**config.mk**
```make
export PLATFORM = sky130hd
export DESIGN_NAME = branch_predictor_top
export DESIGN_NICKNAME = d
export VERILOG_FILES = /design/src/bp_state_pkg.sv /design/src/bp_types_pkg.sv /design/src/bp_lookup.sv /design/src/bp_resolve.sv /design/src/bp_tables.sv /design/src/branch_predictor_top.sv
export VERILOG_INCLUDE_DIRS = /design/src
export SDC_FILE = /design/constraint.sdc
export NUM_CORES = 1
export LEC_CHECK = 0
export BUFFER_PORTS_ARGS = -buffer_cell sky130_fd_sc_hd__buf_2
export CELL_PAD_IN_SITES_DETAIL_PLACEMENT = 1
export CELL_PAD_IN_SITES_GLOBAL_PLACEMENT = 2
export CORE_MARGIN = 4
export CORE_UTILIZATION = 40
export CTS_BUF_LIST = sky130_fd_sc_hd__clkbuf_8
export CTS_CLUSTER_DIAMETER = 150
export CTS_CLUSTER_SIZE = 12
export DETAILED_ROUTE_END_ITERATION = 6
export PLACE_DENSITY = 0.76
export SLEW_MARGIN = 20
export SYNTH_ARGS = -nofsm -noshare
export SYNTH_HDL_FRONTEND = slang
export SYNTH_SLANG_ARGS = --single-unit
```
**constraint.sdc**
```tcl
create_clock -name clk -period 12.3 [get_ports clk]
set_input_delay 2.46 -clock clk [delete_from_list [all_inputs] [get_ports clk]]
set_output_delay 2.46 -clock clk [all_outputs]
set_load 0.02 [all_outputs]
```
**src/bp_defs.svh**
```systemverilog
// Sizing macros for the branch predictor tables
// Include wherever PC fields or table depth are needed

`ifndef BP_DEFS_SVH
`define BP_DEFS_SVH

// Instruction address width
`define BP_PC_W    16

// Index comes from PC[3:1] since instructions are halfword aligned
`define BP_IDX_W   3

// Tag is the rest of the PC above the index, PC[15:4]
`define BP_TAG_W   12

// Direct mapped table depth
`define BP_ENTRIES 8

`endif

```
**src/bp_state_pkg.sv**
```systemverilog
// Enumerations for the predictor state machines
// Refer to them as bp_state_pkg::name

package bp_state_pkg;

  //////////////////////////////
  // 2-bit saturating counter
  //////////////////////////////
  typedef enum logic [1:0] {
    strong_nt = 2'd0,  // Predict not taken, needs two taken to flip
    weak_nt   = 2'd1,  // Predict not taken
    weak_t    = 2'd2,  // Predict taken
    strong_t  = 2'd3   // Predict taken, needs two not taken to flip
  } ctr_state_e;

  //////////////////////////////
  // Why fetch gets redirected
  //////////////////////////////
  typedef enum logic [1:0] {
    none         = 2'd0,  // Prediction was right
    dir_wrong    = 2'd1,  // Taken/not taken guessed wrong
    target_wrong = 2'd2   // Taken as guessed, but to another address
  } redirect_cause_e;

endpackage

```
**src/bp_types_pkg.sv**
```systemverilog
// Vector types shared by the predictor blocks
// Refer to them as bp_types_pkg::name

`include "bp_defs.svh"

package bp_types_pkg;

  //////////////////////////////
  // Address fields
  //////////////////////////////
  typedef logic [`BP_PC_W-1:0]  pc_t;   // Full instruction address
  typedef logic [`BP_TAG_W-1:0] tag_t;  // Upper PC bits kept per entry
  typedef logic [`BP_IDX_W-1:0] idx_t;  // Table row select

  //////////////////////////////
  // Table payload
  //////////////////////////////
  // Counter as it sits in the BHT, decoded through bp_state_pkg
  typedef logic [1:0] ctr_t;

endpackage

```
**src/bp_lookup.sv**
```systemverilog
// Fetch side of the branch predictor
// Splits fetch_pc, checks both table tags and picks the next fetch PC
// Purely combinational so the prediction is ready in the fetch cycle

`timescale 1ns/1ps

`include "bp_defs.svh"

module bp_lookup (
  input  bp_types_pkg::pc_t  fetch_pc,       // PC being fetched
  output bp_types_pkg::idx_t rd_idx,         // Row select to tables
  input  logic               bht_rd_valid,   // BHT row valid
  input  logic               btb_rd_valid,   // BTB row valid
  input  bp_types_pkg::tag_t bht_rd_tag,     // BHT row tag
  input  bp_types_pkg::tag_t btb_rd_tag,     // BTB row tag
  input  bp_types_pkg::ctr_t bht_rd_ctr,     // BHT row counter
  input  bp_types_pkg::pc_t  btb_rd_target,  // BTB row target
  output logic               pred_taken,     // Redirect fetch to target
  output bp_types_pkg::pc_t  pred_next_pc,   // Next PC to fetch
  output bp_types_pkg::ctr_t pred_ctr        // Counter seen, strong_nt on miss
);

  bp_types_pkg::tag_t fetch_tag;  // Upper PC bits of this fetch
  logic               bht_hit;    // BHT row belongs to this PC
  logic               btb_hit;    // BTB row belongs to this PC
  logic               dir_taken;  // Counter says taken

  //////////////////////////////
  // PC split
  //////////////////////////////
  assign rd_idx    = fetch_pc[`BP_IDX_W:1];                  // Bit 0 is always zero
  assign fetch_tag = fetch_pc[`BP_PC_W-1:`BP_PC_W-`BP_TAG_W];

  //////////////////////////////
  // Tag compare
  //////////////////////////////
  assign bht_hit = bht_rd_valid && (bht_rd_tag == fetch_tag);
  assign btb_hit = btb_rd_valid && (btb_rd_tag == fetch_tag);

  //////////////////////////////
  // Direction and next PC
  //////////////////////////////
  assign dir_taken = bht_hit && bht_rd_ctr[1];   // Upper bit set in both taken states

  // Without a target we can't go anywhere but the fall-through
  assign pred_taken   = dir_taken && btb_hit;
  assign pred_next_pc = pred_taken ? btb_rd_target : fetch_pc + bp_types_pkg::pc_t'(2);

  // Unknown branches start from the bottom of the counter
  assign pred_ctr = bht_hit ? bht_rd_ctr : bp_types_pkg::ctr_t'(bp_state_pkg::strong_nt);

endmodule

```
**src/bp_resolve.sv**
```systemverilog
// Resolve side of the branch predictor
// Keeps the IF/ID prediction record, trains the tables when decode
// resolves the branch and raises a redirect on a misprediction

`timescale 1ns/1ps

`include "bp_defs.svh"

module bp_resolve (
  input  logic               clk,            // System clock
  input  logic               rst,            // Sync reset, active high
  input  logic               fetch_valid,    // Fetch slot holds an instruction
  input  bp_types_pkg::pc_t  fetch_pc,       // PC fetched this cycle
  input  logic               pred_taken,     // Prediction for fetch_pc
  input  bp_types_pkg::pc_t  pred_next_pc,   // Predicted next PC
  input  bp_types_pkg::ctr_t pred_ctr,       // Counter behind the prediction
  input  logic               resolve_valid,  // Decode resolved a branch
  input  logic               actual_taken,   // Real direction
  input  bp_types_pkg::pc_t  actual_target,  // Real target when taken
  output bp_types_pkg::idx_t wr_idx,         // Table row to train
  output bp_types_pkg::tag_t wr_tag,         // Tag of resolved branch
  output logic               bht_wr_en,      // Train BHT
  output logic               btb_wr_en,      // Train BTB
  output bp_types_pkg::ctr_t bht_wr_ctr,     // Updated counter
  output bp_types_pkg::pc_t  btb_wr_target,  // Target to remember
  output logic               redirect_valid, // Fetch went the wrong way
  output bp_types_pkg::pc_t  redirect_pc     // Where fetch should go
);

  //////////////////////////////
  // IF/ID prediction record
  //////////////////////////////
  logic                          rec_valid;      // Record holds a live instruction
  bp_types_pkg::pc_t             rec_pc;         // Its PC
  logic                          rec_taken;      // What we guessed
  bp_types_pkg::pc_t             rec_next_pc;    // Where we sent fetch
  bp_types_pkg::ctr_t            rec_ctr;        // Counter at lookup time

  logic                          res_fire;       // Resolve for a live record
  bp_state_pkg::ctr_state_e      ctr_next;       // Counter after training
  bp_state_pkg::redirect_cause_e redirect_cause; // Misprediction class

  always_ff @(posedge clk) begin
    if (rst) begin
      rec_valid <= 1'b0;
    end else if (redirect_valid) begin
      rec_valid <= 1'b0;                 // Wrong-path fetch is dropped
    end else if (fetch_valid) begin
      rec_valid <= 1'b1;
    end
  end

  // Payload follows rec_valid, no reset needed
  always_ff @(posedge clk) begin
    if (fetch_valid) begin
      rec_pc      <= fetch_pc;
      rec_taken   <= pred_taken;
      rec_next_pc <= pred_next_pc;
      rec_ctr     <= pred_ctr;
    end
  end

  assign res_fire = resolve_valid && rec_valid;  // Stale resolves are ignored

  //////////////////////////////
  // Counter next state
  //////////////////////////////
  always_comb begin
    case (bp_state_pkg::ctr_state_e'(rec_ctr))
      bp_state_pkg::strong_nt: ctr_next = actual_taken ? bp_state_pkg::weak_nt
                                                       : bp_state_pkg::strong_nt;
      bp_state_pkg::weak_nt:   ctr_next = actual_taken ? bp_state_pkg::weak_t
                                                       : bp_state_pkg::strong_nt;
      bp_state_pkg::weak_t:    ctr_next = actual_taken ? bp_state_pkg::strong_t
                                                       : bp_state_pkg::weak_nt;
      default:                 ctr_next = actual_taken ? bp_state_pkg::strong_t
                                                       : bp_state_pkg::weak_t;
    endcase
  end

  //////////////////////////////
  // Misprediction check
  //////////////////////////////
  always_comb begin
    redirect_cause = bp_state_pkg::none;
    if (res_fire) begin
      if (rec_taken != actual_taken) begin
        redirect_cause = bp_state_pkg::dir_wrong;
      end else if (actual_taken && (rec_next_pc != actual_target)) begin
        redirect_cause = bp_state_pkg::target_wrong;  // Stale or aliased BTB entry
      end
    end
  end

  assign redirect_valid = (redirect_cause != bp_state_pkg::none);
  assign redirect_pc    = actual_taken ? actual_target
                                       : rec_pc + bp_types_pkg::pc_t'(2);

  //////////////////////////////
  // Table training
  //////////////////////////////
  assign wr_idx        = rec_pc[`BP_IDX_W:1];
  assign wr_tag        = rec_pc[`BP_PC_W-1:`BP_PC_W-`BP_TAG_W];
  assign bht_wr_en     = res_fire;                 // Every resolved branch
  assign btb_wr_en     = res_fire && actual_taken; // Taken ones only
  assign bht_wr_ctr    = bp_types_pkg::ctr_t'(ctr_next);
  assign btb_wr_target = actual_target;

endmodule

```
**src/bp_tables.sv**
```systemverilog
// BHT and BTB storage for the branch predictor
// One read port driven by fetch, one write port driven by resolve
// Reads are combinational, writes land on the clock edge

`timescale 1ns/1ps

`include "bp_defs.svh"

module bp_tables (
  input  logic               clk,            // System clock
  input  logic               rst,            // Sync reset, active high

  // Fetch side read port
  input  bp_types_pkg::idx_t rd_idx,         // Row to read
  output logic               bht_rd_valid,   // BHT row holds an entry
  output logic               btb_rd_valid,   // BTB row holds an entry
  output bp_types_pkg::tag_t bht_rd_tag,     // Tag stored in BHT row
  output bp_types_pkg::tag_t btb_rd_tag,     // Tag stored in BTB row
  output bp_types_pkg::ctr_t bht_rd_ctr,     // Counter stored in BHT row
  output bp_types_pkg::pc_t  btb_rd_target,  // Target stored in BTB row

  // Resolve side write port
  input  bp_types_pkg::idx_t wr_idx,         // Row to write
  input  bp_types_pkg::tag_t wr_tag,         // Tag for both tables
  input  logic               bht_wr_en,      // Update BHT row
  input  logic               btb_wr_en,      // Update BTB row
  input  bp_types_pkg::ctr_t bht_wr_ctr,     // New counter value
  input  bp_types_pkg::pc_t  btb_wr_target   // New target address
);

  //////////////////////////////
  // Storage
  //////////////////////////////
  // Branch history table
  bp_types_pkg::tag_t     bht_tag [`BP_ENTRIES];  // Tag per row
  bp_types_pkg::ctr_t     bht_ctr [`BP_ENTRIES];  // Counter per row
  logic [`BP_ENTRIES-1:0] bht_vld;                // Row written since reset

  // Branch target buffer
  bp_types_pkg::tag_t     btb_tag [`BP_ENTRIES];  // Tag per row
  bp_types_pkg::pc_t      btb_tgt [`BP_ENTRIES];  // Target per row
  logic [`BP_ENTRIES-1:0] btb_vld;                // Row written since reset

  //////////////////////////////
  // Valid bits
  //////////////////////////////
  always_ff @(posedge clk) begin
    if (rst) begin
      bht_vld <= '0;                   // Tables start empty
      btb_vld <= '0;
    end else begin
      if (bht_wr_en) begin
        bht_vld[wr_idx] <= 1'b1;       // Row now owned by wr_tag
      end
      if (btb_wr_en) begin
        btb_vld[wr_idx] <= 1'b1;
      end
    end
  end

  //////////////////////////////
  // BHT payload
  //////////////////////////////
  always_ff @(posedge clk) begin
    if (bht_wr_en) begin
      bht_tag[wr_idx] <= wr_tag;       // Replaces any aliasing branch
      bht_ctr[wr_idx] <= bht_wr_ctr;   // Already saturated by resolve
    end
  end

  //////////////////////////////
  // BTB payload
  //////////////////////////////
  // Only taken branches have a target worth keeping
  always_ff @(posedge clk) begin
    if (btb_wr_en) begin
      btb_tag[wr_idx] <= wr_tag;
      btb_tgt[wr_idx] <= btb_wr_target;
    end
  end

  //////////////////////////////
  // Read port
  //////////////////////////////
  // No write bypass, a same-cycle write shows up next cycle
  assign bht_rd_valid  = bht_vld[rd_idx];
  assign bht_rd_tag    = bht_tag[rd_idx];
  assign bht_rd_ctr    = bht_ctr[rd_idx];

  assign btb_rd_valid  = btb_vld[rd_idx];
  assign btb_rd_tag    = btb_tag[rd_idx];
  assign btb_rd_target = btb_tgt[rd_idx];

endmodule

```
**src/branch_predictor_top.sv**
```systemverilog
// Top level of the dynamic branch predictor
// Fetch drives fetch_pc and reads the prediction in the same cycle
// Decode drives the resolve inputs one cycle later for the same PC

`timescale 1ns/1ps

module branch_predictor_top (
  input  logic              clk,            // System clock
  input  logic              rst,            // Sync reset, active high
  input  logic              fetch_valid,    // Fetch slot valid
  input  bp_types_pkg::pc_t fetch_pc,       // PC being fetched
  input  logic              resolve_valid,  // Decode resolved a branch
  input  logic              actual_taken,   // Real direction
  input  bp_types_pkg::pc_t actual_target,  // Real target
  output logic              pred_taken,     // Predicted taken
  output bp_types_pkg::pc_t pred_next_pc,   // Predicted next PC
  output logic              redirect_valid, // Misprediction flush
  output bp_types_pkg::pc_t redirect_pc     // Corrected PC
);

  // Table read port
  bp_types_pkg::idx_t rd_idx;
  logic               bht_rd_valid;
  logic               btb_rd_valid;
  bp_types_pkg::tag_t bht_rd_tag;
  bp_types_pkg::tag_t btb_rd_tag;
  bp_types_pkg::ctr_t bht_rd_ctr;
  bp_types_pkg::pc_t  btb_rd_target;
  bp_types_pkg::ctr_t pred_ctr;      // Into the IF/ID record

  // Table write port
  bp_types_pkg::idx_t wr_idx;
  bp_types_pkg::tag_t wr_tag;
  logic               bht_wr_en;
  logic               btb_wr_en;
  bp_types_pkg::ctr_t bht_wr_ctr;
  bp_types_pkg::pc_t  btb_wr_target;

  //////////////////////////////
  // Fetch lookup
  //////////////////////////////
  bp_lookup u_lookup (
    .fetch_pc      (fetch_pc),
    .rd_idx        (rd_idx),
    .bht_rd_valid  (bht_rd_valid),
    .btb_rd_valid  (btb_rd_valid),
    .bht_rd_tag    (bht_rd_tag),
    .btb_rd_tag    (btb_rd_tag),
    .bht_rd_ctr    (bht_rd_ctr),
    .btb_rd_target (btb_rd_target),
    .pred_taken    (pred_taken),
    .pred_next_pc  (pred_next_pc),
    .pred_ctr      (pred_ctr)
  );

  //////////////////////////////
  // Record and resolve
  //////////////////////////////
  bp_resolve u_resolve (
    .clk            (clk),
    .rst            (rst),
    .fetch_valid    (fetch_valid),
    .fetch_pc       (fetch_pc),
    .pred_taken     (pred_taken),
    .pred_next_pc   (pred_next_pc),
    .pred_ctr       (pred_ctr),
    .resolve_valid  (resolve_valid),
    .actual_taken   (actual_taken),
    .actual_target  (actual_target),
    .wr_idx         (wr_idx),
    .wr_tag         (wr_tag),
    .bht_wr_en      (bht_wr_en),
    .btb_wr_en      (btb_wr_en),
    .bht_wr_ctr     (bht_wr_ctr),
    .btb_wr_target  (btb_wr_target),
    .redirect_valid (redirect_valid),
    .redirect_pc    (redirect_pc)
  );

  //////////////////////////////
  // BHT and BTB
  //////////////////////////////
  bp_tables u_tables (
    .clk           (clk),
    .rst           (rst),
    .rd_idx        (rd_idx),
    .bht_rd_valid  (bht_rd_valid),
    .btb_rd_valid  (btb_rd_valid),
    .bht_rd_tag    (bht_rd_tag),
    .btb_rd_tag    (btb_rd_tag),
    .bht_rd_ctr    (bht_rd_ctr),
    .btb_rd_target (btb_rd_target),
    .wr_idx        (wr_idx),
    .wr_tag        (wr_tag),
    .bht_wr_en     (bht_wr_en),
    .btb_wr_en     (btb_wr_en),
    .bht_wr_ctr    (bht_wr_ctr),
    .btb_wr_target (btb_wr_target)
  );

endmodule

```
==> results_dict.tcl <==
set metrics [dict create \
    outcome "finished, final reports clean" \
    grt_overflow 0 \
    first_pass_iters 5 \
    cp-end-kind "primary output" \
    synthDistinctLibCells 41 \
    ys_warn_count 0 \
    pre_cts_slack_ns 3.097 \
    cts-root-buf "clkbuf_8" \
    synth_edf_count 371 \
    clock_latency_ns 0.56 \
    max_slew.worst_pin.slew_ns 1.127 \
    wl_per_cell_um 26.67 \
    placed_area_sq_um 16690 \
    ys.flop_type "edfxtp_1" \
    layout.cells.non_filler 1470 \
    post-place-cells 1413 \
    met3_usage 0.02812 \
    antenna_found_initial 0 \
    hp-class "register to register" \
    vias_per_cell 5.556 \
    grt_pass1_wl_um 57410 \
    grt_max_degree 54 \
    power.total_mw 2.393 \
    die_w_um 206.5 \
    gp_congestion 0.7658 \
    cts_hold_buf 0 \
    antenna_cells 0 \
    grt_use_met1 0.2702 \
    synthCells 856 \
    cts.sinks 388 \
    synth.most_common_cell "edfxtp_1" \
    drt_iter0_drc 668 \
    finalWirelength_um 39200 \
    max_freq_mhz 109.6 \
    rsz0062_at_grt "no" \
    synth_area_sq_um 15770 \
    route.detailed.drc 0 \
    syn_avg_cell_area_sq_um 18.42 \
    worstPathMaxFanout 46 \
    cts_tree "yes" \
    slew_headroom 0.2483 \
    setup_viol_count_final 0 \
    htreeDepth 2 \
    postCtsSetupRepairBufs 0 \
    io_pins 71 \
    synth.top_cells.by_area "edfxtp_1, mux4_2, mux2i_1" \
    clk_pin_slew_ns 0.06 \
    max-cap-violations 0 \
    final.period_utilization 0.7421 \
    grt.busiest_layer "met2" \
    tns_ns 0 \
    ir_drop_v 0.00008983 \
    drive_above_1_share 0.2416 \
    rows 72 \
    synthTopCellsByCount "edfxtp_1, mux4_2, mux2i_1, nor2_1, xor2_1" \
    cts_buffer_depth 3 \
    core-area_sq_um 38830 \
    cts_buffers 38 \
    cts_resized 0 \
    critPathKind "input pin to primary output" \
    fin_ws_ns 3.172 \
    gr-usage-met2 0.2950 \
    vias 8168 \
    syn_to_final_growth_pct 9.936 \
    crit_arrival_ns 6.67 \
    fin_area_sq_um 17330 \
    finalMaxSlewViolations 0 \
    power.density_nw_per_um2 138.1 \
    die_height_um 206.5 \
    grt_usage 0.1843 \
    required_ns 9.84 \
    place_hpwl_um 23480 \
    synth.top_cell.area_share 0.7066 \
    die-area_sq_um 42660 \
    finClkSkew_ns 0.02027 \
    ant_nets 0 \
    finalCriticalPeriod_ns 9.128 \
    ys_seq_area_frac 0.7282 \
    synthArstFlopShare 0 \
    start_util 0.4061 \
    cp-start-kind "input pin" \
    nets 975 \
    syn_nets 895 \
    yosysTopAreaCell "edfxtp_1" \
    ys_ff_latch 388 \
    portBuffers 70 \
    first_global_vias 8582 \
    leakagePower_nw 5.703 \
    hold_viol 0 \
]
==> registers in the layout, summed over array words and instances (netlist names) <==
name / flops
u_resolve.rec_next_pc: 16
u_tables.bht_ctr: 16
u_tables.bht_vld: 8
u_resolve.rec_valid: 1
u_resolve.rec_ctr: 2
u_resolve.rec_pc: 16
u_resolve.rec_taken: 1
u_tables.btb_tag: 96
u_tables.bht_tag: 96
u_tables.btb_vld: 8
u_tables.btb_tgt: 128
==> worst max-delay path: stages <==
cell and delay, ns:
buf_4 0.61, buf_4 0.56, mux4_2 0.38, mux2i_1 0.17
xor2_1 0.20, o2111ai_1 0.20, nor4_2 0.37, nand4_2 0.70
mux2_2 0.54, o211a_1 0.23, buf_2 0.17
==> kinds of logic after synthesis <==
group | count (synthesis) | share of synthesized area
AOI/OAI and AO/OA | 64 | 0.02595
xor gates and xnor gates | 57 | 0.03166
adders and majority gates | 4 | 0.002857
buffers and inverters | 47 | 0.01436
DFF | 388 | 0.7282
muxes | 133 | 0.1444
and+or+nand+nor | 163 | 0.05262
==> cells in the final DEF, fill, tap and decap left out, types with 3 or more instances in the layout <==
master / count
nor3_2: 4
or3_1: 4
nand2b_1: 6
o21ai_0: 21
and3_1: 10
o2111ai_1: 3
buf_2: 67
mux4_2: 74
a22o_1: 3
a211oi_1: 10
inv_1: 18
xor2_1: 40
xnor2_1: 17
clkbuf_8: 41
o22ai_1: 3
a21oi_1: 13
and2_2: 8
nand4_1: 8
nor4_1: 3
nor4_2: 3
dfxtp_1: 17
edfxtp_1: 371
nor2b_1: 15
mux2_2: 15
mux2i_1: 44
a22oi_1: 6
buf_4: 15
nand3_1: 18
nand2_1: 31
nor2_1: 44
==> final timing paths <==
kind	end	cells after the start	startpoint	slack, ns
worst max-delay path	pred_next_pc[5]	11	fetch_pc[3]	3.17
worst min-delay path	u_tables.btb_vld[1]	2	u_tables.btb_vld[1]	0.47
worst max register to register	u_resolve.rec_next_pc[5]	8	u_tables.bht_tag[7][6]	8.61
worst min register to register	u_tables.btb_vld[1]	2	u_tables.btb_vld[1]	0.47
==> per-stage QoR <==
stage	hold WS [ns]	utilization
CTS	0.4748	0.4459
finish	0.4710	0.4464
global placement	0.4473	0.4298
global route	0.5044	0.4464
detailed placement	0.4566	0.4298
floorplan	0.4348	-
==> power by group <==
| group | internal, mW | total [mW] | switching [mW] |
|---|---|---|---|
| sequential | 1.47 | 1.50 | 0.0259 |
| clock | 0.304 | 0.725 | 0.421 |
| combinational | 0.0635 | 0.171 | 0.108 |
| total | 1.84 | 2.39 | 0.554 |
==> per-layer routing <==
layer,vias to the layer above,routed length (um)
met4,0,800
met5,-,0
met2,223,19000
met1,4353,17530
met3,52,1875
li1,3540,-
==> cell type report <==
cell class | instances | area, sq um
Tap cell | 518 | 648.1
Multi-Input combinational cell | 421 | 4095
Timing Repair Buffer | 83 | 467.9
Fill cell | 3691 | 21490
Sequential cell | 388 | 11480
Inverter | 4 | 15.01
Clock buffer | 41 | 564.3
Clock inverter | 15 | 61.31
No activity file was read; power rests on OpenSTA's default activity.
